<file path="src/hw/pkt_pkg.sv">
`default_nettype none

// Shared widths, depths and vector types of the packet forwarder
package pkt_pkg;

	// One input word as it arrives on the strobe interface
	localparam int WORD_W = 32;

	// One memory flit holds two input words and is also the TDATA width
	localparam int FLIT_W = 64;

	// Number of flits the packet memory can hold
	localparam int MEM_DEPTH = 256;

	// Address width follows the memory depth
	localparam int ADDR_W = 8;

	// Packet lengths are counted in input words, up to 512 of them
	localparam int LEN_W = 10;

	typedef logic [WORD_W-1:0] word_t;

	typedef logic [FLIT_W-1:0] flit_t;

	typedef logic [ADDR_W-1:0] flit_addr_t;

	// A packet of N words fills (N+1)/2 flits starting at address zero
	typedef logic [LEN_W-1:0] pkt_len_t;

endpackage

`default_nettype wire

</file>
<file path="src/hw/pktmem_if.sv">
`timescale 1ns/1ps
`default_nettype none


// Read side of the packet memory, driven by the AXI Stream forwarder
interface pktmem_rd_if;
	import pkt_pkg::*;

	// rd_data is registered in the memory and valid the cycle after rd_en
	logic rd_en;
	flit_addr_t rd_addr;
	flit_t rd_data;

	// ready mirrors the occupancy flag and len is the committed word count
	logic ready;
	pkt_len_t len;

	// Single-cycle strobe on the read of the last flit
	logic done;

	modport fwd (
		output rd_en, rd_addr, done,
		input rd_data, ready, len
	);

	modport mem (
		input rd_en, rd_addr, done,
		output rd_data, ready, len
	);

endinterface

`default_nettype wire

</file>
<file path="src/hw/axis_forwarder.sv">
`timescale 1ns/1ps
`default_nettype none

module axis_forwarder (
	input logic clk,
	input logic rst,
	pktmem_rd_if.fwd rd,
	output pkt_pkg::flit_t m_tdata,
	output logic m_tvalid,
	output logic m_tlast,
	input logic m_tready
);
	import pkt_pkg::*;

	// Word count minus one, halved, gives the address of the last flit
	pkt_len_t len_m1;
	flit_addr_t last_addr;

	// Current read address
	flit_addr_t rd_ptr;

	logic rd_go;
	logic at_last;

	assign len_m1 = rd.len - 1'b1;
	assign last_addr = flit_addr_t'(len_m1 >> 1);

	assign at_last = (rd_ptr == last_addr);

	// Read when a packet is held and the output register is empty or being drained
	assign rd_go = rd.ready && (m_tready || !m_tvalid);

	assign rd.rd_en = rd_go;
	assign rd.rd_addr = rd_ptr;

	// Reading the last flit releases the memory
	assign rd.done = rd_go && at_last;

	// TDATA comes straight from the memory's read register
	assign m_tdata = rd.rd_data;

	// Address walks up on each read and returns to zero after the last one
	always_ff @(posedge clk) begin
		if (rst) begin
			rd_ptr <= '0;
		end else if (rd_go) begin
			rd_ptr <= at_last ? '0 : rd_ptr + 1'b1;
		end
	end

	// Output handshake register
	always_ff @(posedge clk) begin
		if (rst) begin
			m_tvalid <= 1'b0;
			m_tlast <= 1'b0;
		end else begin
			// A new read fills the register, a stall keeps it
			m_tvalid <= rd_go || (m_tvalid && !m_tready);
			if (rd_go) begin
				m_tlast <= at_last;
			end else if (m_tready) begin
				// Register drains without a refill
				m_tlast <= 1'b0;
			end
		end
	end

	// A stalled beat is neither withdrawn nor changed
	a_hold_on_stall: assert property (@(posedge clk) disable iff (rst)
		m_tvalid && !m_tready |=> m_tvalid && $stable(m_tdata) && $stable(m_tlast))
		else $error("AXI Stream beat changed while stalled");

endmodule

`default_nettype wire

</file>
<file path="src/flat_wrapper.sv">
// flat-port wrapper written by rule: the top's interface ports become plain ports
module axis_forwarder_flat import pkt_pkg::*;
  (clk, rst, m_tdata, m_tvalid, m_tlast, m_tready, rd_rd_en, rd_rd_addr, rd_done, rd_rd_data, rd_ready, rd_len);
  pktmem_rd_if rd_i ();
  input logic clk;
  input logic rst;
  output pkt_pkg::flit_t m_tdata;
  output logic m_tvalid;
  output logic m_tlast;
  input logic m_tready;
  output wire logic [$bits(rd_i.rd_en)-1:0] rd_rd_en;
  output wire logic [$bits(rd_i.rd_addr)-1:0] rd_rd_addr;
  output wire logic [$bits(rd_i.done)-1:0] rd_done;
  input wire logic [$bits(rd_i.rd_data)-1:0] rd_rd_data;
  input wire logic [$bits(rd_i.ready)-1:0] rd_ready;
  input wire logic [$bits(rd_i.len)-1:0] rd_len;
  assign rd_rd_en = rd_i.rd_en;
  assign rd_rd_addr = rd_i.rd_addr;
  assign rd_done = rd_i.done;
  assign rd_i.rd_data = rd_rd_data;
  assign rd_i.ready = rd_ready;
  assign rd_i.len = rd_len;
  axis_forwarder u_core (.clk(clk), .rst(rst), .rd(rd_i), .m_tdata(m_tdata), .m_tvalid(m_tvalid), .m_tlast(m_tlast), .m_tready(m_tready));
endmodule
</file>
<file path="config.mk">
export PLATFORM = sky130hd
export DESIGN_NAME = axis_forwarder_flat
export DESIGN_NICKNAME = d
export VERILOG_FILES = /design/src/hw/pkt_pkg.sv /design/src/hw/pktmem_if.sv /design/src/hw/axis_forwarder.sv /design/src/flat_wrapper.sv
export SDC_FILE = /design/constraint.sdc
export NUM_CORES = 1
export LEC_CHECK = 0
export BUFFER_PORTS_ARGS = -buffer_cell sky130_fd_sc_hd__buf_4
export CAP_MARGIN = 20
export CORE_MARGIN = 1.5
export CORE_UTILIZATION = 29
export DETAILED_ROUTE_END_ITERATION = 10
export PLACE_DENSITY = 0.88
export SYNTH_ARGS = -nofsm -noshare
export SYNTH_HDL_FRONTEND = slang
export SYNTH_SLANG_ARGS = --single-unit
</file>
<file path="constraint.sdc">
create_clock -name clk -period 2.2 [get_ports clk]
set_clock_uncertainty 0.1 [all_clocks]
set_input_delay 0.11 -clock clk [delete_from_list [all_inputs] [get_ports clk]]
set_output_delay 0.11 -clock clk [all_outputs]
set_load 0.02 [all_outputs]
</file>
Word level (Yosys, flattened, before mapping)
Index checks and enable logic that the tools add are counted.
- register bits: 10
- word-level logic and storage cells: 17
- add/subtract/negate cells: 2
- equal/unequal tests: 1
- mux-type cells: 3
- reduce and logical (&&, ||, !) cells: 8
- operators by type and width (cell ; number):
    subtractor 9 x 1 -> 9 bit (second input constant) ; 1
    adder 8 x 1 -> 8 bit (second input constant) ; 1
    equality test 8 bit ; 1
    2-to-1 mux 8 bit ; 1
    logical AND 1 bit ; 3
    logical NOT 1 bit ; 2
    logical OR 1 bit ; 2
    2-to-1 mux 1 bit ; 2
    nonzero test 2 bit ; 1

Depth between registers and ports, before layout
- depth in word-level cells: 4
- depth in mapped cells: 8
- depth with buffers taken out: 7

Worst setup path after synthesis
OpenSTA, ideal clock, no wires.
- path type: input to output
- from: input rd_len[1]
- to: output rd_done
- data arrival time: 2.005 ns
- slack: -0.015 ns
- stages: 5
- buffers on the path: 0
- cells stage by stage: or4_4 -> o21a_1 -> or4_4 -> a221oi_4 -> and2_1
- word-level cells in the longest chain between the ends: 3
- RTL lines (element ; RTL line ; text):
    from (decl) ; flat_wrapper.sv:16 ; input wire logic [$bits(rd_i.len)-1:0] rd_len;
    subtractor 9 x 1 -> 9 bit ; axis_forwarder.sv:25 ; assign len_m1 = rd.len - 1'b1;
    equality test 8 bit ; axis_forwarder.sv:28 ; assign at_last = (rd_ptr == last_addr);
    logical AND 1 bit ; axis_forwarder.sv:37 ; assign rd.done = rd_go && at_last;
    to (decl) ; flat_wrapper.sv:13 ; output wire logic [$bits(rd_i.done)-1:0] rd_done;
Every way passes these cells.

Worst setup path in the final report
Same ends and word-level chain as after synthesis.

==> metrics <==
status=complete, but fails checks; failing checks=setup timing; slowest stage cell, crit path=or4_4; nets=199; pre-CTS setup slack=-0.0692 ns; Fmax=0.448 GHz; CTS Buffer Depth=2; setup slack after layout=-0.0310 ns; PortBufs=24; Inserted Clock Buffers=3; antenna-violating nets left=0; most common cell in the synthesized netlist=buf_4; gr ovfl total=0; First-pass DRT Iterations=3; Worst-Margin Slew=0.353 ns; Synth Area per Inst=8.16 um2; Post-synth top flop=dfxtp_1; RSZ-0062 raised after global routing=true; Synth Warn #=0; worst vdd ir=0.000115 V; Die X=67.3 um; top post-synthesis cells by area=buf_4 (40%), dfxtp_1 (17%), xnor2_1 (9.5%), a211oi_1 (4.4%), xor2_1 (2.9%); drt via density=4.77; Mapped Nets=227; Slew Limit Fails=0; layout cells sized above 1=36.8%; Util after Layout=27.1%; leakage power=0.432 nW; Post-Route WL=2.39 mm; Synth top area share=40.0%; row cnt=23; Core Region=4000 um2; final setup violating endpoints=1; Hold Crit Class=in2reg; CTS tree=built; fin crit share=101%; Syn-to-layout area delta=-9.70%; Die Y=67.3 um; Yosys reg bits=10; worst stage delay on the critical path=0.53 ns; Hold Fails Final Rpt=0; Die ar.=4530 um2; CP arrival=2.02 ns; GP Congestion=0.900; clock root buffer=clkbuf_8; WL/cell=14.3 um; GRT Util Overall=11.2%; sequential area share after synthesis=16.7%; initial antenna violation count=0; largest net degree at the start of global routing=12; n_diodes=0; minimum clock period=2.23 ns; # hold bufs at CTS=0; Critical Path Sink Type=output port; Yosys cell types=29; Req. time, crit path=1.99 ns; PD cells=462 nW/um2; initial detailed-routing violation count=24; Remaining DRCs=0; area of the mapped netlist=1200 um2; I/O Pins=154; Startpoint Class=primary input; EDFF count, synth=0; Max Cap Viol=0; starting density of the core=30.0%; first-pass GRT wire length=3.66 mm; classification of the worst setup path=in2out; crit path buf inv count=2; crit path max fanout=2; Worst-Skew Late Latency=0.24 ns; Mapped Cells=147; largest area contributor in the netlist=buf_4; top post-synthesis cells by count=buf_4 (64), xnor2_1 (13), dfxtp_1 (10); critical-path cell list=buf_6, or4_4, o21a_1, or4_4, a221oi_4, and2_4, buf_6; H-tree Lvls=1; fraction of registers with async set/reset=0%; Clock Pin Slew Worst Setup and Hold Paths=0.05 ns; vias in the first global route=829; delay-heaviest family, CP=simple AND/OR/NAND/NOR gates; Max transition margin=76.2%; CTS sink count=10; Detailed Place HPWL=1.89 mm; routed via count=796
==> path summary, 6_finish.rpt <==
path	slack, ns	from	to	cells past startpoint
min reg2reg	0.47	u_core.m_tvalid$_SDFF_PP0_	u_core.m_tvalid$_SDFF_PP0_	2
max reg2reg	0.30	u_core.rd.rd_addr[5]$_SDFFE_PP0P_	u_core.rd.rd_addr[1]$_SDFFE_PP0P_	6
max	-0.03	rd_len[1]	rd_done	7
min	0.02	rst	u_core.m_tvalid$_SDFF_PP0_	2
==> cell usage in the layout (no fill, tap or decap), drive strengths merged <==
cell    instances
a21oi           2
nand3b          1
a211oi          7
a31oi           1
and3            2
nand4           2
xnor2          13
a31o            1
inv             6
clkbuf          3
nor2            2
a21bo           1
buf            33
o211ai          1
and4b           1
dfxtp          10
ha              2
nor4            1
and2            1
a221oi          2
nor4b           1
xor2            4
nor3            6
nand2b          3
nand2           4
or4             2
o21a            1
nand3           4
==> area by class of cell <==
class | instances | area [um2]
Inverter | 6 | 22.5
Multi-Input combinational cell | 65 | 498
Sequential cell | 10 | 200
Timing Repair Buffer | 33 | 259
Clock buffer | 3 | 41.3
Tap cell | 50 | 62.6
Fill cell | 442 | 2920
==> power by group <==
group / switching [mW] / total, mW / internal, mW
clock network: 0.0725 / 0.192 / 0.120
registers: 0.00767 / 0.195 / 0.187
logic: 0.0556 / 0.114 / 0.0585
total: 0.136 / 0.501 / 0.365
==> routing by layer <==
| layer | wire (um) | vias up | GRT usage [%] |
|---|---|---|---|
| met3 | 227 | 20 | 4.17 |
| li1 | - | 373 | - |
| met4 | 147 | 0 | 13.5 |
| met1 | 938 | 367 | 11.4 |
| met5 | 0 | - | 0 |
| met2 | 1080 | 36 | 16.1 |
==> logic make-up after synthesis <==
family / after synthesis / share of synthesized area [%]
AO/OA/AOI/OAI: 16 / 11.5
XOR/XNOR: 17 / 12.4
adder cells (fa/ha/maj): 2 / 2.09
buffers and inverters: 72 / 42.5
flip-flops: 10 / 16.7
AND/OR/NAND/NOR: 30 / 14.8
==> state kept, by name (all words and copies together), names as in the netlist <==
signal,flops
u_core.m_tvalid,1
u_core.rd.rd_addr,8
u_core.m_tlast,1
==> metrics by stage <==
stage	total power, mW	hold slack (ns)	area (um2)	instances	setup TNS (ns)
after floorplan	0.426	0.139	1200	147	0
after global placement	0.307	0.120	1020	164	-0.303
after detailed placement	0.310	0.120	1020	164	-0.409
after CTS	0.508	0.0172	1080	167	-0.0283
after global routing	0.525	0.0300	1080	167	-0.0720
final	0.501	0.0237	1080	167	-0.0310
==> worst reg2reg max path, stage by stage, from the launching register on <==
cell and delay (ns):
dfxtp_1 0.35, xnor2_1 0.24, xnor2_1 0.09, or4_4 0.43, a221oi_4 0.27, buf_4 0.21
a221oi_1 0.09
==> repair_timing <==
item,4_1_cts,5_1_grt
gates resized for setup,4,1
buffers inserted,0,0
gates cloned,0,0
pin swaps,1,0
endpoints found under the setup margin,1,1
No activity file was read; power rests on OpenSTA's default activity.
