$ cat src/hw/pkt_pkg.sv
`default_nettype none

// Shared widths, depths and vector types of the packet forwarder
package pkt_pkg;

	// One input word as it arrives on the strobe interface
	localparam int WORD_W = 32;

	// One memory flit holds two input words and is also the TDATA width
	localparam int FLIT_W = 64;

	// Number of flits the packet memory can hold
	localparam int MEM_DEPTH = 256;

	// Address width follows the memory depth
	localparam int ADDR_W = 8;

	// Packet lengths are counted in input words, up to 512 of them
	localparam int LEN_W = 10;

	typedef logic [WORD_W-1:0] word_t;

	typedef logic [FLIT_W-1:0] flit_t;

	typedef logic [ADDR_W-1:0] flit_addr_t;

	// A packet of N words fills (N+1)/2 flits starting at address zero
	typedef logic [LEN_W-1:0] pkt_len_t;

endpackage

`default_nettype wire

$ cat src/hw/pktmem_if.sv
`timescale 1ns/1ps
`default_nettype none

// Write side of the packet memory, driven by the packet writer
interface pktmem_wr_if;
	import pkt_pkg::*;

	// One flit write per cycle
	logic wr_en;
	flit_addr_t wr_addr;
	flit_t wr_data;

	// Commit strobe hands the finished packet and its word count to the memory
	logic commit;
	pkt_len_t commit_len;

	// High while the memory holds a packet that has not been forwarded yet
	logic full;

	modport writer (
		output wr_en, wr_addr, wr_data,
		output commit, commit_len,
		input full
	);

	modport mem (
		input wr_en, wr_addr, wr_data,
		input commit, commit_len,
		output full
	);

endinterface


`default_nettype wire

$ cat src/hw/pkt_writer.sv
`timescale 1ns/1ps
`default_nettype none

module pkt_writer (
	input logic clk,
	input logic rst,
	input logic in_valid,
	input logic in_last,
	input pkt_pkg::word_t in_data,
	output logic in_drop,
	pktmem_wr_if.writer wr
);
	import pkt_pkg::*;

	// IDLE waits for a first word, FILL packs an accepted packet, DISCARD swallows a dropped one
	typedef enum logic [1:0] {
		IDLE,
		FILL,
		DISCARD
	} wr_state_t;

	wr_state_t state;

	// Low word of a flit waiting for its partner
	word_t lo_word;

	// Words accepted so far in the current packet; bit 0 picks the flit half
	pkt_len_t word_cnt;

	// Address the next finished flit goes to
	flit_addr_t flit_ptr;

	logic busy;
	logic accept;
	logic flit_done;
	logic drop_last;

	// A commit still in flight counts as busy since full only rises a cycle later
	assign busy = wr.full || wr.commit;

	// Words are taken while filling, or as the first word when the memory is free
	assign accept = in_valid && (state == FILL || (state == IDLE && !busy));

	// A flit is complete on every odd word and on the last word of the packet
	assign flit_done = accept && (word_cnt[0] || in_last);

	// Last word of a packet that found the memory occupied
	assign drop_last = in_valid && in_last &&
		(state == DISCARD || (state == IDLE && busy));

	always_ff @(posedge clk) begin
		if (rst) begin
			state <= IDLE;
			word_cnt <= '0;
			flit_ptr <= '0;
			wr.wr_en <= 1'b0;
			wr.commit <= 1'b0;
			in_drop <= 1'b0;
		end else begin
			// Strobes last one cycle
			wr.wr_en <= flit_done;
			wr.commit <= accept && in_last;
			in_drop <= drop_last;

			// Every packet starts again at address zero
			if (flit_done) begin
				flit_ptr <= in_last ? '0 : flit_ptr + 1'b1;
			end

			if (accept) begin
				word_cnt <= in_last ? '0 : word_cnt + 1'b1;
			end

			case (state)
				IDLE: begin
					// Single-word packets finish in IDLE
					if (in_valid && !in_last) begin
						state <= busy ? DISCARD : FILL;
					end
				end
				FILL, DISCARD: begin
					if (in_valid && in_last) begin
						state <= IDLE;
					end
				end
				default: state <= IDLE;
			endcase
		end
	end

	// Data path of the flit being built
	always_ff @(posedge clk) begin
		if (accept && !word_cnt[0]) begin
			lo_word <= in_data;
		end
		if (flit_done) begin
			wr.wr_addr <= flit_ptr;
			// An odd packet ends on a lone low word with a zero upper half
			wr.wr_data <= word_cnt[0] ? {in_data, lo_word} : {{WORD_W{1'b0}}, in_data};
		end
		if (accept && in_last) begin
			wr.commit_len <= word_cnt + 1'b1;
		end
	end

	// The writer only commits into a free memory
	a_commit_not_full: assert property (@(posedge clk) disable iff (rst)
		!(wr.commit && wr.full))
		else $error("packet committed while the memory is full");

endmodule

`default_nettype wire

$ cat src/flat_wrapper.sv
// flat-port wrapper written by rule: the top's interface ports become plain ports
module pkt_writer_flat import pkt_pkg::*;
  (clk, rst, in_valid, in_last, in_data, in_drop, wr_wr_en, wr_wr_addr, wr_wr_data, wr_commit, wr_commit_len, wr_full);
  pktmem_wr_if wr_i ();
  input logic clk;
  input logic rst;
  input logic in_valid;
  input logic in_last;
  input pkt_pkg::word_t in_data;
  output logic in_drop;
  output wire logic [$bits(wr_i.wr_en)-1:0] wr_wr_en;
  output wire logic [$bits(wr_i.wr_addr)-1:0] wr_wr_addr;
  output wire logic [$bits(wr_i.wr_data)-1:0] wr_wr_data;
  output wire logic [$bits(wr_i.commit)-1:0] wr_commit;
  output wire logic [$bits(wr_i.commit_len)-1:0] wr_commit_len;
  input wire logic [$bits(wr_i.full)-1:0] wr_full;
  assign wr_wr_en = wr_i.wr_en;
  assign wr_wr_addr = wr_i.wr_addr;
  assign wr_wr_data = wr_i.wr_data;
  assign wr_commit = wr_i.commit;
  assign wr_commit_len = wr_i.commit_len;
  assign wr_i.full = wr_full;
  pkt_writer u_core (.clk(clk), .rst(rst), .in_valid(in_valid), .in_last(in_last), .in_data(in_data), .in_drop(in_drop), .wr(wr_i));
endmodule
$ cat config.mk
export PLATFORM = sky130hd
export DESIGN_NAME = pkt_writer_flat
export DESIGN_NICKNAME = d
export VERILOG_FILES = /design/src/hw/pkt_pkg.sv /design/src/hw/pktmem_if.sv /design/src/hw/pkt_writer.sv /design/src/flat_wrapper.sv
export SDC_FILE = /design/constraint.sdc
export NUM_CORES = 1
export LEC_CHECK = 0
export ABC_AREA = 1
export ABC_CLOCK_PERIOD_IN_PS = 3500
export BUFFER_PORTS_ARGS = -buffer_cell sky130_fd_sc_hd__buf_2
export CORE_UTILIZATION = 53
export CTS_CLUSTER_DIAMETER = 50
export DETAILED_ROUTE_END_ITERATION = 16
export PLACE_DENSITY = 0.83
export RECOVER_POWER = 50
export SLEW_MARGIN = 20
export SYNTH_ARGS = -nofsm -noshare
export SYNTH_HDL_FRONTEND = slang
export SYNTH_SLANG_ARGS = --single-unit
$ cat constraint.sdc
create_clock -name clk -period 3.5 [get_ports clk]
set_clock_uncertainty 0.05 [all_clocks]
set_input_delay 0.7 -clock clk [delete_from_list [all_inputs] [get_ports clk]]
set_output_delay 0.7 -clock clk [all_outputs]
set_load 0.005 [all_outputs]
## Word-level counts from Yosys, hierarchy flattened

Index checks and enable logic that the tools add are counted.
W data, S select, Z words.

- Add/subtract/negate cells: 2
- Multiply operators: 0
- Div/mod/pow operators: 0
- Order comparisons: 0
- Equal/unequal tests: 4
- Shift operators: 0
- Muxes and demuxes: 7
- Bitwise operators: 0
- Reductions and logical operators: 19

Operators by type and width:

| kind | count |
|---|---|
| $mux W32 | 1 |
| $add A10 B1 Y10 const B | 1 |
| $mux W10 | 1 |
| $logic_and A1 B1 Y1 | 9 |
| $add A8 B1 Y8 const B | 1 |
| $mux W8 | 1 |
| $mux W2 | 3 |
| $logic_or A1 B1 Y1 | 4 |
| $pmux W2 S2 | 1 |
| $logic_not A1 Y1 | 3 |
| $eq A2 B1 Y1 const B | 1 |
| $eq A2 B2 Y1 const B | 1 |
| $logic_not A2 Y1 | 1 |
| $ne A2 B1 Y1 const B | 1 |
| $ne A2 B2 Y1 const B | 1 |
| $reduce_and A2 Y1 | 1 |
| $reduce_or A2 Y1 | 1 |

- Bits in registers: 137
- Latch bits: 0
- RAM bits: 0
- Bits in read-only memories: 0
- Bits of input ports: 37
- Output and inout bits: 85
- Logic and storage cells: 43
- Memories kept: 0

## Depth between registers and ports, before layout

Gate-level depths: netlist of the first run.

- Depth in word-level cells: 6
- Mapped depth: 10
- Gate-level depth less buffers: 9

## Worst setup path after synthesis of the first run

No wires, ideal clock.

- Path kind: input to register
- From: input wr_full
- To: register u_core.lo_word[0] (enable)
- Setup time: 421 ps
- Data arrival time: 2568 ps
- Data required time: 3029 ps
- Setup slack: 461 ps
- Cell stages on the path: 6
- Buffers on the path: 1
- Cell sequence: inv_1 > nand3_2 > nand2_1 > nand2_1 > buf_2 > nor2_1

- Word-level cells in the longest chain between the ends: 6

RTL lines:

| what | RTL line | text |
|---|---|---|
| start, declared | flat_wrapper.sv:16 | `input wire logic [$bits(wr_i.full)-1:0] wr_full;` |
| $logic_or A1 B1 Y1 | pkt_writer.sv:39 | `assign busy = wr.full \|\| wr.commit;` |
| $logic_not A1 Y1 | pkt_writer.sv:42 | `assign accept = in_valid && (state == FILL \|\| (state == IDLE && !busy));` |
| $logic_and A1 B1 Y1 | pkt_writer.sv:42 |  |
| $logic_or A1 B1 Y1 | pkt_writer.sv:42 |  |
| $logic_and A1 B1 Y1 | pkt_writer.sv:42 |  |
| $logic_and A1 B1 Y1 | pkt_writer.sv:93 | `if (accept && !word_cnt[0]) begin` |
| end signal, assigned | pkt_writer.sv:94 | `lo_word <= in_data;` |
| end, declared | pkt_writer.sv:25 | `word_t lo_word;` |

No other way between the ends.
A chain may end at the register's enable or synchronous reset.

## Final worst setup path of the first run

- From: register u_core.word_cnt[0]
- To: register u_core.wr.wr_data[0] (enable)

- Word-level cells in the longest chain between the ends: 2

RTL lines:

| what | RTL line | text |
|---|---|---|
| start, declared | pkt_writer.sv:28 | `pkt_len_t word_cnt;` |
| start signal, assigned | pkt_writer.sv:71 | `word_cnt <= in_last ? '0 : word_cnt + 1'b1;` |
| $logic_or A1 B1 Y1 | pkt_writer.sv:45 | `assign flit_done = accept && (word_cnt[0] \|\| in_last);` |
| $logic_and A1 B1 Y1 | pkt_writer.sv:45 |  |
| via u_core.flit_done | pkt_writer.sv:35 | `logic flit_done;` |
| end signal, assigned | pkt_writer.sv:99 | `wr.wr_data <= word_cnt[0] ? {in_data, lo_word} : {{WORD_W{1'b0}}, in_data};` |
| end, declared | pktmem_if.sv:21 | `output wr_en, wr_addr, wr_data,` |

The timed path passes the listed nets, and every way through them passes these cells.

==> impl_results.rst, run 1 <==
.. list-table::
   :header-rows: 1

   * - Metric
     - Value
   * - Run status
     - finished clean
   * - Final net count
     - 640
   * - R2R Path Start
     - u_core.word_cnt[0]
   * - CTS Root Buffer Type
     - clkbuf_8
   * - Setup repair after global routing missed its margin
     - false
   * - Avg Synthesized Cell Area
     - 11.36 µm²
   * - Leading cell type in the layout, fill and taps excluded
     - nand2_1
   * - Setup Buffers After CTS
     - 0
   * - Actual transition at the worst max-transition pin
     - 0.8702 ns
   * - CTS sink cnt
     - 137
   * - Top library cells by usage in the layout, fill and taps aside
     - nand2_1 (180), edfxtp_1 (114), clkbuf_1 (72)
   * - Detail Placement HPWL
     - 6695 µm
   * - Proportion of power drawn by the clock network
     - 40.0%
   * - Overflow left after global routing
     - 0
   * - Hold-fix buffers, CTS
     - 0
   * - Count of TritonRoute iterations in the first routing pass
     - 5
   * - Buffers from clock root to sink, at most
     - 2
   * - Number of register bits inferred by synthesis
     - 137
   * - Violation count after the first detailed-route iteration
     - 213
   * - I/O pins
     - 122
   * - Endpoint arrival time on the critical path
     - 2.59 ns
   * - DIE AREA
     - 0.01051 mm²
   * - Antenna Cells
     - 0
   * - Number of nets in the synthesized netlist
     - 513
   * - Cell family with the largest share of critical-path delay
     - buffers and inverters
   * - Initial Utilization
     - 54.76%
   * - Worst vdd ir
     - 0.3198 mV
   * - DIE HEIGHT
     - 102.5 µm
   * - Element type at the critical path start
     - register
   * - Register area
     - 0.003885 mm²
   * - Internal Pwr Total
     - 3510 µW
   * - Max Freq
     - 405.0 MHz
   * - Sequential fraction of design power
     - 46.0%
   * - Netlist Area Pre-Place
     - 0.005353 mm²
   * - Clock transition at the register clock pins on the worst setup and hold paths after CTS
     - 0.06 ns
   * - Biggest cell delay along the critical path
     - 0.72 ns
   * - Endpoint type of the worst setup path
     - register
   * - Multi-input combinational cell area
     - 0.001174 mm²
   * - Share of the yosys chip area belonging to registers
     - 72.56%
   * - Number of flops mapped to enable cells by yosys
     - 114
   * - Number of buffers added on ports
     - 121
   * - Area growth from synthesis to layout
     - 23.66%
   * - Number of nets with antenna violations after routing
     - 0
   * - Number of cell rows
     - 36
   * - Final-report hold violation count
     - 0
   * - Combinational fraction of design power
     - 14.0%
   * - Cell with the biggest individual delay on the critical path
     - dfxtp_2
   * - CP Buf/Inv Count
     - 3
   * - Max Cap Violations
     - 0
   * - Total number of H-tree levels
     - 4
   * - Start point of the critical path
     - u_core.word_cnt[0]
   * - Largest net degree at the start of global routing
     - 68
   * - Total of fill cells in the finished design
     - 721
   * - Type of the most critical hold path
     - input pin to register
   * - Setup TNS
     - 0 ns
   * - Share of flip-flops with an asynchronous set or reset after synthesis
     - 0%
   * - Number of resized instances in the post-cts repair step
     - 0
   * - Post-Place Cells
     - 712
   * - Wire length after detailed routing
     - 10580 µm
   * - Routed vias
     - 3701
   * - Number of pins with negative max-slew slack in the final report
     - 0
   * - Static Leak
     - 0.002779 µW
   * - Antenna violations before repair
     - 0
   * - Vias in the first global route
     - 3430
   * - Slew HR
     - 41.85%
   * - Count of unresolved DRC violations after routing
     - 0
   * - Worst Path Class, Setup
     - register to register
   * - Clock tree from TritonCTS
     - done
   * - Prevailing post-synth register cell
     - edfxtp_1
   * - DR vias/cell
     - 4.981
   * - All-layer global routing usage
     - 20.86%
   * - Number of failing setup endpoints in the final timing report
     - 0
   * - Critical path fanouts, max
     - 67
   * - Final worst-path cycle share
     - 70.55%
   * - Final weighted congestion in routability-driven placement
     - 0.8365
   * - Required time of the worst setup path
     - 3.62 ns
   * - Count of different cell masters after synthesis
     - 29
   * - Proportion of total power due to net switching
     - 25.97%
   * - P per Cell Area
     - 716.4 mW/mm²
   * - Number of synthesis warnings
     - 0
   * - Global-route wire length before repair
     - 15990 µm
   * - Cell Count, Final, Fillers Out
     - 743
   * - Core Area
     - 0.009774 mm²
   * - Post-detailed-route wirelength per cell
     - 14.24 µm
   * - Number of buffers added by the clock tree synthesis step
     - 17
   * - Share of final-layout standard cells stronger than drive strength 1
     - 16.07%
   * - Series of cell instances along the critical path
     - inv_4, nand2_2, nand3_2, inv_2, buf_12
   * - Post-layout min period
     - 2.469 ns
   * - Clock latency on the worst-skew pair
     - 0.51 ns
   * - Source of the worst hold timing path
     - in_data[26]
   * - Synthesized instance count
     - 471
   * - Switching power of the nets
     - 1231 µW
   * - Die boundary width
     - 102.5 µm
==> path summary, 6_finish.rpt <==
| path | cells past startpoint | slack [ns] | endpoint |
|---|---|---|---|
| setup / recovery | 5 | 1.03 | u_core.wr.wr_data[0] |
| hold / removal | 1 | 0.37 | u_core.lo_word[26] |
| setup reg to reg | 5 | 1.03 | u_core.wr.wr_data[0] |
| hold reg to reg | 2 | 0.44 | u_core.flit_ptr[4] |
==> metal layers <==
| metal | part of all wire [%] | global-route usage (%) | up-vias |
|---|---|---|---|
| li1 | - | - | 1785 |
| met1 | 41 | 24.57 | 1742 |
| met2 | 51 | 35.74 | 163 |
| met3 | 6.5 | 5.559 | 11 |
| met4 | 1.3 | 9.670 | 0 |
| met5 | 0 | 0 | - |
==> logic make-up (layout without fill, tap and decap cells) <==
| family | after synthesis | in the layout | share of synthesized area [%] |
|---|---|---|---|
| xor+xnor | 4 | 4 | 0.7949 |
| fa+ha+maj | 5 | 5 | 1.169 |
| flops | 137 | 137 | 72.56 |
| simple gates | 229 | 229 | 17.23 |
| buf+inv | 71 | 210 | 5.563 |
| compound gates | 25 | 25 | 2.688 |
==> through the flow <==
| stage | total power (µW) | hold slack, ns | cell area, µm² | util, % | worst slack [ns] |
|---|---|---|---|---|---|
| after CTS | 4785 | 0.3199 | 6714 | 68.69 | 1.070 |
| after floorplan | 2622 | 0.4013 | 5353 | - | 0.4606 |
| after global placement | 2843 | 0.4177 | 6080 | 62.20 | 0.9251 |
| after detailed placement | 2885 | 0.4264 | 6080 | 62.20 | 0.8711 |
| after global routing | 4931 | 0.3579 | 6619 | 67.72 | 0.8441 |
| final | 4742 | 0.3724 | 6619 | 67.72 | 1.031 |
==> cells in the mapped netlist (all sizes together), types with 3 or more instances <==
| master | number | area, µm² |
|---|---|---|
| xor2 | 3 | 26.28 |
| inv | 55 | 209.0 |
| nand2 | 183 | 694.4 |
| buf | 9 | 62.55 |
| nor2 | 27 | 113.9 |
| o21ai | 5 | 28.78 |
| dfxtp | 23 | 460.4 |
| edfxtp | 114 | 3423 |
| ha | 5 | 62.56 |
| nand3 | 13 | 75.07 |
| a21oi | 17 | 85.08 |
| clkbuf | 7 | 26.28 |
==> final cells by class <==
cell class | instances | area share, %
timing repair buffer | 124 | 8.318
tap | 133 | 2.514
sequential | 137 | 58.70
clock inverter | 14 | 3.327
inverter | 55 | 3.157
clock buffer | 17 | 6.257
multi-input combinational | 263 | 17.73
==> power groups by stage <==
stage / sequential (µW) / clock, µW / combinational (µW)
final: 2180 / 1900 / 663
after floorplan: 2200 / 0 / 419
after detailed placement: 2210 / 0 / 679
after global placement: 2200 / 0 / 645
after global routing: 2200 / 1980 / 749
after CTS: 2180 / 1920 / 689
==> sequential cells by signal, summed over array words and instances, names as in the netlist <==
| signal | cells |
|---|---|
| u_core.flit_ptr | 8 |
| u_core.in_drop | 1 |
| u_core.lo_word | 32 |
| u_core.state | 2 |
| u_core.word_cnt | 10 |
| u_core.wr.commit | 1 |
| u_core.wr.commit_len | 10 |
| u_core.wr.wr_addr | 8 |
| u_core.wr.wr_data | 64 |
| u_core.wr.wr_en | 1 |
Note: power is estimated with default switching activity, not from simulation.
==> run 2, diff against run 1 <==
ABC_CLOCK_PERIOD_IN_PS = 2400   (was 3500)
clock period = 2.4 ns   (was 3.5 ns; I/O delays follow)
==> run 2 against run 1 <==
Critical path depth is 2 higher. Total power rose by 38%. Maximum frequency rose by 17%. Final cell count is 0.54% higher. Clock-buffer cell count is 4 higher.
==> impl_results.rst, run 2 (synthesized netlist as in run 1, its figures left out) <==
.. list-table::
   :header-rows: 1

   * - Metric
     - Value
   * - Vias in the first global route
     - 3452 (+0.64%)
   * - DIE AREA
     - 0.01051 mm² (unchanged)
   * - Count of TritonRoute iterations in the first routing pass
     - 6 (+1)
   * - Number of pins with negative max-slew slack in the final report
     - 0 (unchanged)
   * - Share of final-layout standard cells stronger than drive strength 1
     - 15.47% (-0.59 points)
   * - Slew HR
     - 50.89% (+9.0 points)
   * - Required time of the worst setup path
     - 2.52 ns (-1.10 ns)
   * - Core Area
     - 0.009774 mm² (unchanged)
   * - R2R Path Start
     - u_core.state[0]
   * - Wire length after detailed routing
     - 10410 µm (-1.6%)
   * - Global-route wire length before repair
     - 16180 µm (+1.2%)
   * - CTS sink cnt
     - 137 (unchanged)
   * - Number of flip-flops in the largest register
     - 64 (unchanged)
   * - Start point of the critical path
     - u_core.state[0]
   * - DR vias/cell
     - 4.928 (-1.1%)
   * - Util after Layout
     - 67.04% (-0.68 points)
   * - Number of resized instances in the post-cts repair step
     - 0 (unchanged)
   * - Setup repair after global routing missed its margin
     - false
   * - Final weighted congestion in routability-driven placement
     - 0.7557 (-9.7%)
   * - I/O pins
     - 122 (unchanged)
   * - Number of failing setup endpoints in the final timing report
     - 0 (unchanged)
   * - Largest register by flop count
     - u_core.wr.wr_data
   * - Capture point of the critical path
     - u_core.wr.wr_data[62]
   * - Initial Utilization
     - 54.76% (unchanged)
   * - Register-to-register setup slack
     - 0.29 ns (-0.74 ns)
   * - Largest net degree at the start of global routing
     - 65 (-4.4%)
   * - Run status
     - finished clean
   * - Source of the worst hold timing path
     - in_data[3]
   * - Antenna Cells
     - 0 (unchanged)
   * - Clock tree from TritonCTS
     - done
   * - Max Cap Violations
     - 0 (unchanged)
   * - Number of buffers added on ports
     - 121 (unchanged)
   * - Number of cell instances on the worst register-to-register path
     - 7 (+2)
   * - Setup Buffers After CTS
     - 0 (unchanged)
   * - Area growth from synthesis to layout
     - 22.42%
   * - Max Freq
     - 474.5 MHz (+17%)
   * - Final worst-path cycle share
     - 87.80% (+17 points)
   * - Final-report hold violation count
     - 0 (unchanged)
   * - Hold-fix buffers, CTS
     - 0 (unchanged)
   * - Type of the most critical hold path
     - input pin to register
   * - Design Power
     - 6528 µW (+38%)
   * - Routed vias
     - 3681 (-0.54%)
   * - All-layer global routing usage
     - 20.95% (+0.096 points)
   * - Antenna violations before repair
     - 0 (unchanged)
   * - Setup TNS
     - 0 ns (unchanged)
   * - Endpoint type of the worst setup path
     - register
   * - P per Cell Area
     - 996.2 mW/mm² (+39%)
   * - Buffers from clock root to sink, at most
     - 2 (unchanged)
   * - CTS Root Buffer Type
     - clkbuf_8
   * - Violation count after the first detailed-route iteration
     - 200 (-6.1%)
   * - Leading cell type in the layout, fill and taps excluded
     - nand2_1
   * - Detail Placement HPWL
     - 6940 µm (+3.7%)
   * - Final net count
     - 644 (+0.63%)
   * - Actual transition at the worst max-transition pin
     - 0.7367 ns (-0.1336 ns)
   * - Top library cells by usage in the layout, fill and taps aside
     - nand2_1 (180), edfxtp_1 (114), clkbuf_1 (76)
   * - Post-layout min period
     - 2.107 ns (-0.3620 ns)
   * - DIE HEIGHT
     - 102.5 µm (unchanged)
   * - Worst vdd ir
     - 0.6121 mV (+91%)
   * - Regs by FF count
     - u_core.wr.wr_data: 64 flops, u_core.lo_word: 32 flops
   * - Number of nets with antenna violations after routing
     - 0 (unchanged)
   * - Total number of H-tree levels
     - 4 (unchanged)
   * - Number of buffers added by the clock tree synthesis step
     - 17 (unchanged)
   * - Critical path fanouts, max
     - 27 (-60%)
   * - Endpoint of the worst register-to-register path
     - u_core.wr.wr_data[62]
   * - Number of cell rows
     - 36 (unchanged)
   * - Endpoint arrival time on the critical path
     - 2.23 ns (-0.36 ns)
   * - Count of unresolved DRC violations after routing
     - 0 (unchanged)
   * - Worst Path Class, Setup
     - register to register
   * - Clock transition at the register clock pins on the worst setup and hold paths after CTS
     - 0.06 ns (about the same)
   * - Overflow left after global routing
     - 0 (unchanged)
   * - Total placed instance area
     - 0.006126 mm² (+0.76%)
   * - Element type at the critical path start
     - register
   * - Post-route cell area
     - 0.006553 mm² (-1.0%)
   * - Static Leak
     - 0.002750 µW (-1.0%)
   * - Clock latency on the worst-skew pair
     - 0.51 ns (about the same)
   * - Post-detailed-route wirelength per cell
     - 13.93 µm (-2.2%)
   * - Die boundary width
     - 102.5 µm (unchanged)
run 2: worst min-delay path by stage:
stage                          to  cells after the start
6_report        u_core.lo_word[3]                      1
3_3_place_gp   u_core.flit_ptr[4]                      2
3_5_place_dp   u_core.word_cnt[9]                      2
2_1_floorplan  u_core.flit_ptr[4]                      2
4_1_cts         u_core.lo_word[2]                      1
5_1_grt        u_core.lo_word[23]                      1
run 2: cell type report:
class / count / area, µm²
inverters: 55 / 212.7
multi-input cells: 263 / 1166
repair buffers: 128 / 590.6
well taps: 133 / 166.4
clock buffers: 21 / 429.2
fillers: 769 / 3222
flip-flops and latches: 137 / 3884
clock inverters: 10 / 103.9
run 2: layer usage:
metal | GRT usage, % | share of wire (%) | up-vias
met1 | 24.37 | 40 | 1737
met3 | 6.983 | 6.5 | 14
met5 | 0 | 0 | -
li1 | - | - | 1786
met4 | 8.352 | 1.5 | 0
met2 | 35.85 | 52 | 144
run 2: power breakdown:
part / leakage, µW / switching, µW / total (µW) / internal, µW
clock network: 0.000260 / 890 / 2350 / 1460
registers: 0.00125 / 107 / 3150 / 3040
logic: 0.00124 / 717 / 1030 / 314
run 2: metrics by stage:
step | hold slack, ns | setup slack (ns) | instances
after floorplan | 0.4013 | 0.009435 | 471
after CTS | 0.1013 | 0.3458 | 747
final | 0.1565 | 0.2927 | 747
after detailed placement | 0.4232 | 0.3425 | 716
after global placement | 0.4165 | 0.3844 | 716
after global routing | 0.1477 | 0.1654 | 747
run 2: worst max-delay path: stages, from the launching register on:
cell and delay (ns):
dfxtp_1 0.32, inv_1 0.11, ha_1 0.19, nand3_1 0.16, nand2_1 0.13, nand3_2 0.24
clkinvlp_4 0.20, buf_4 0.34
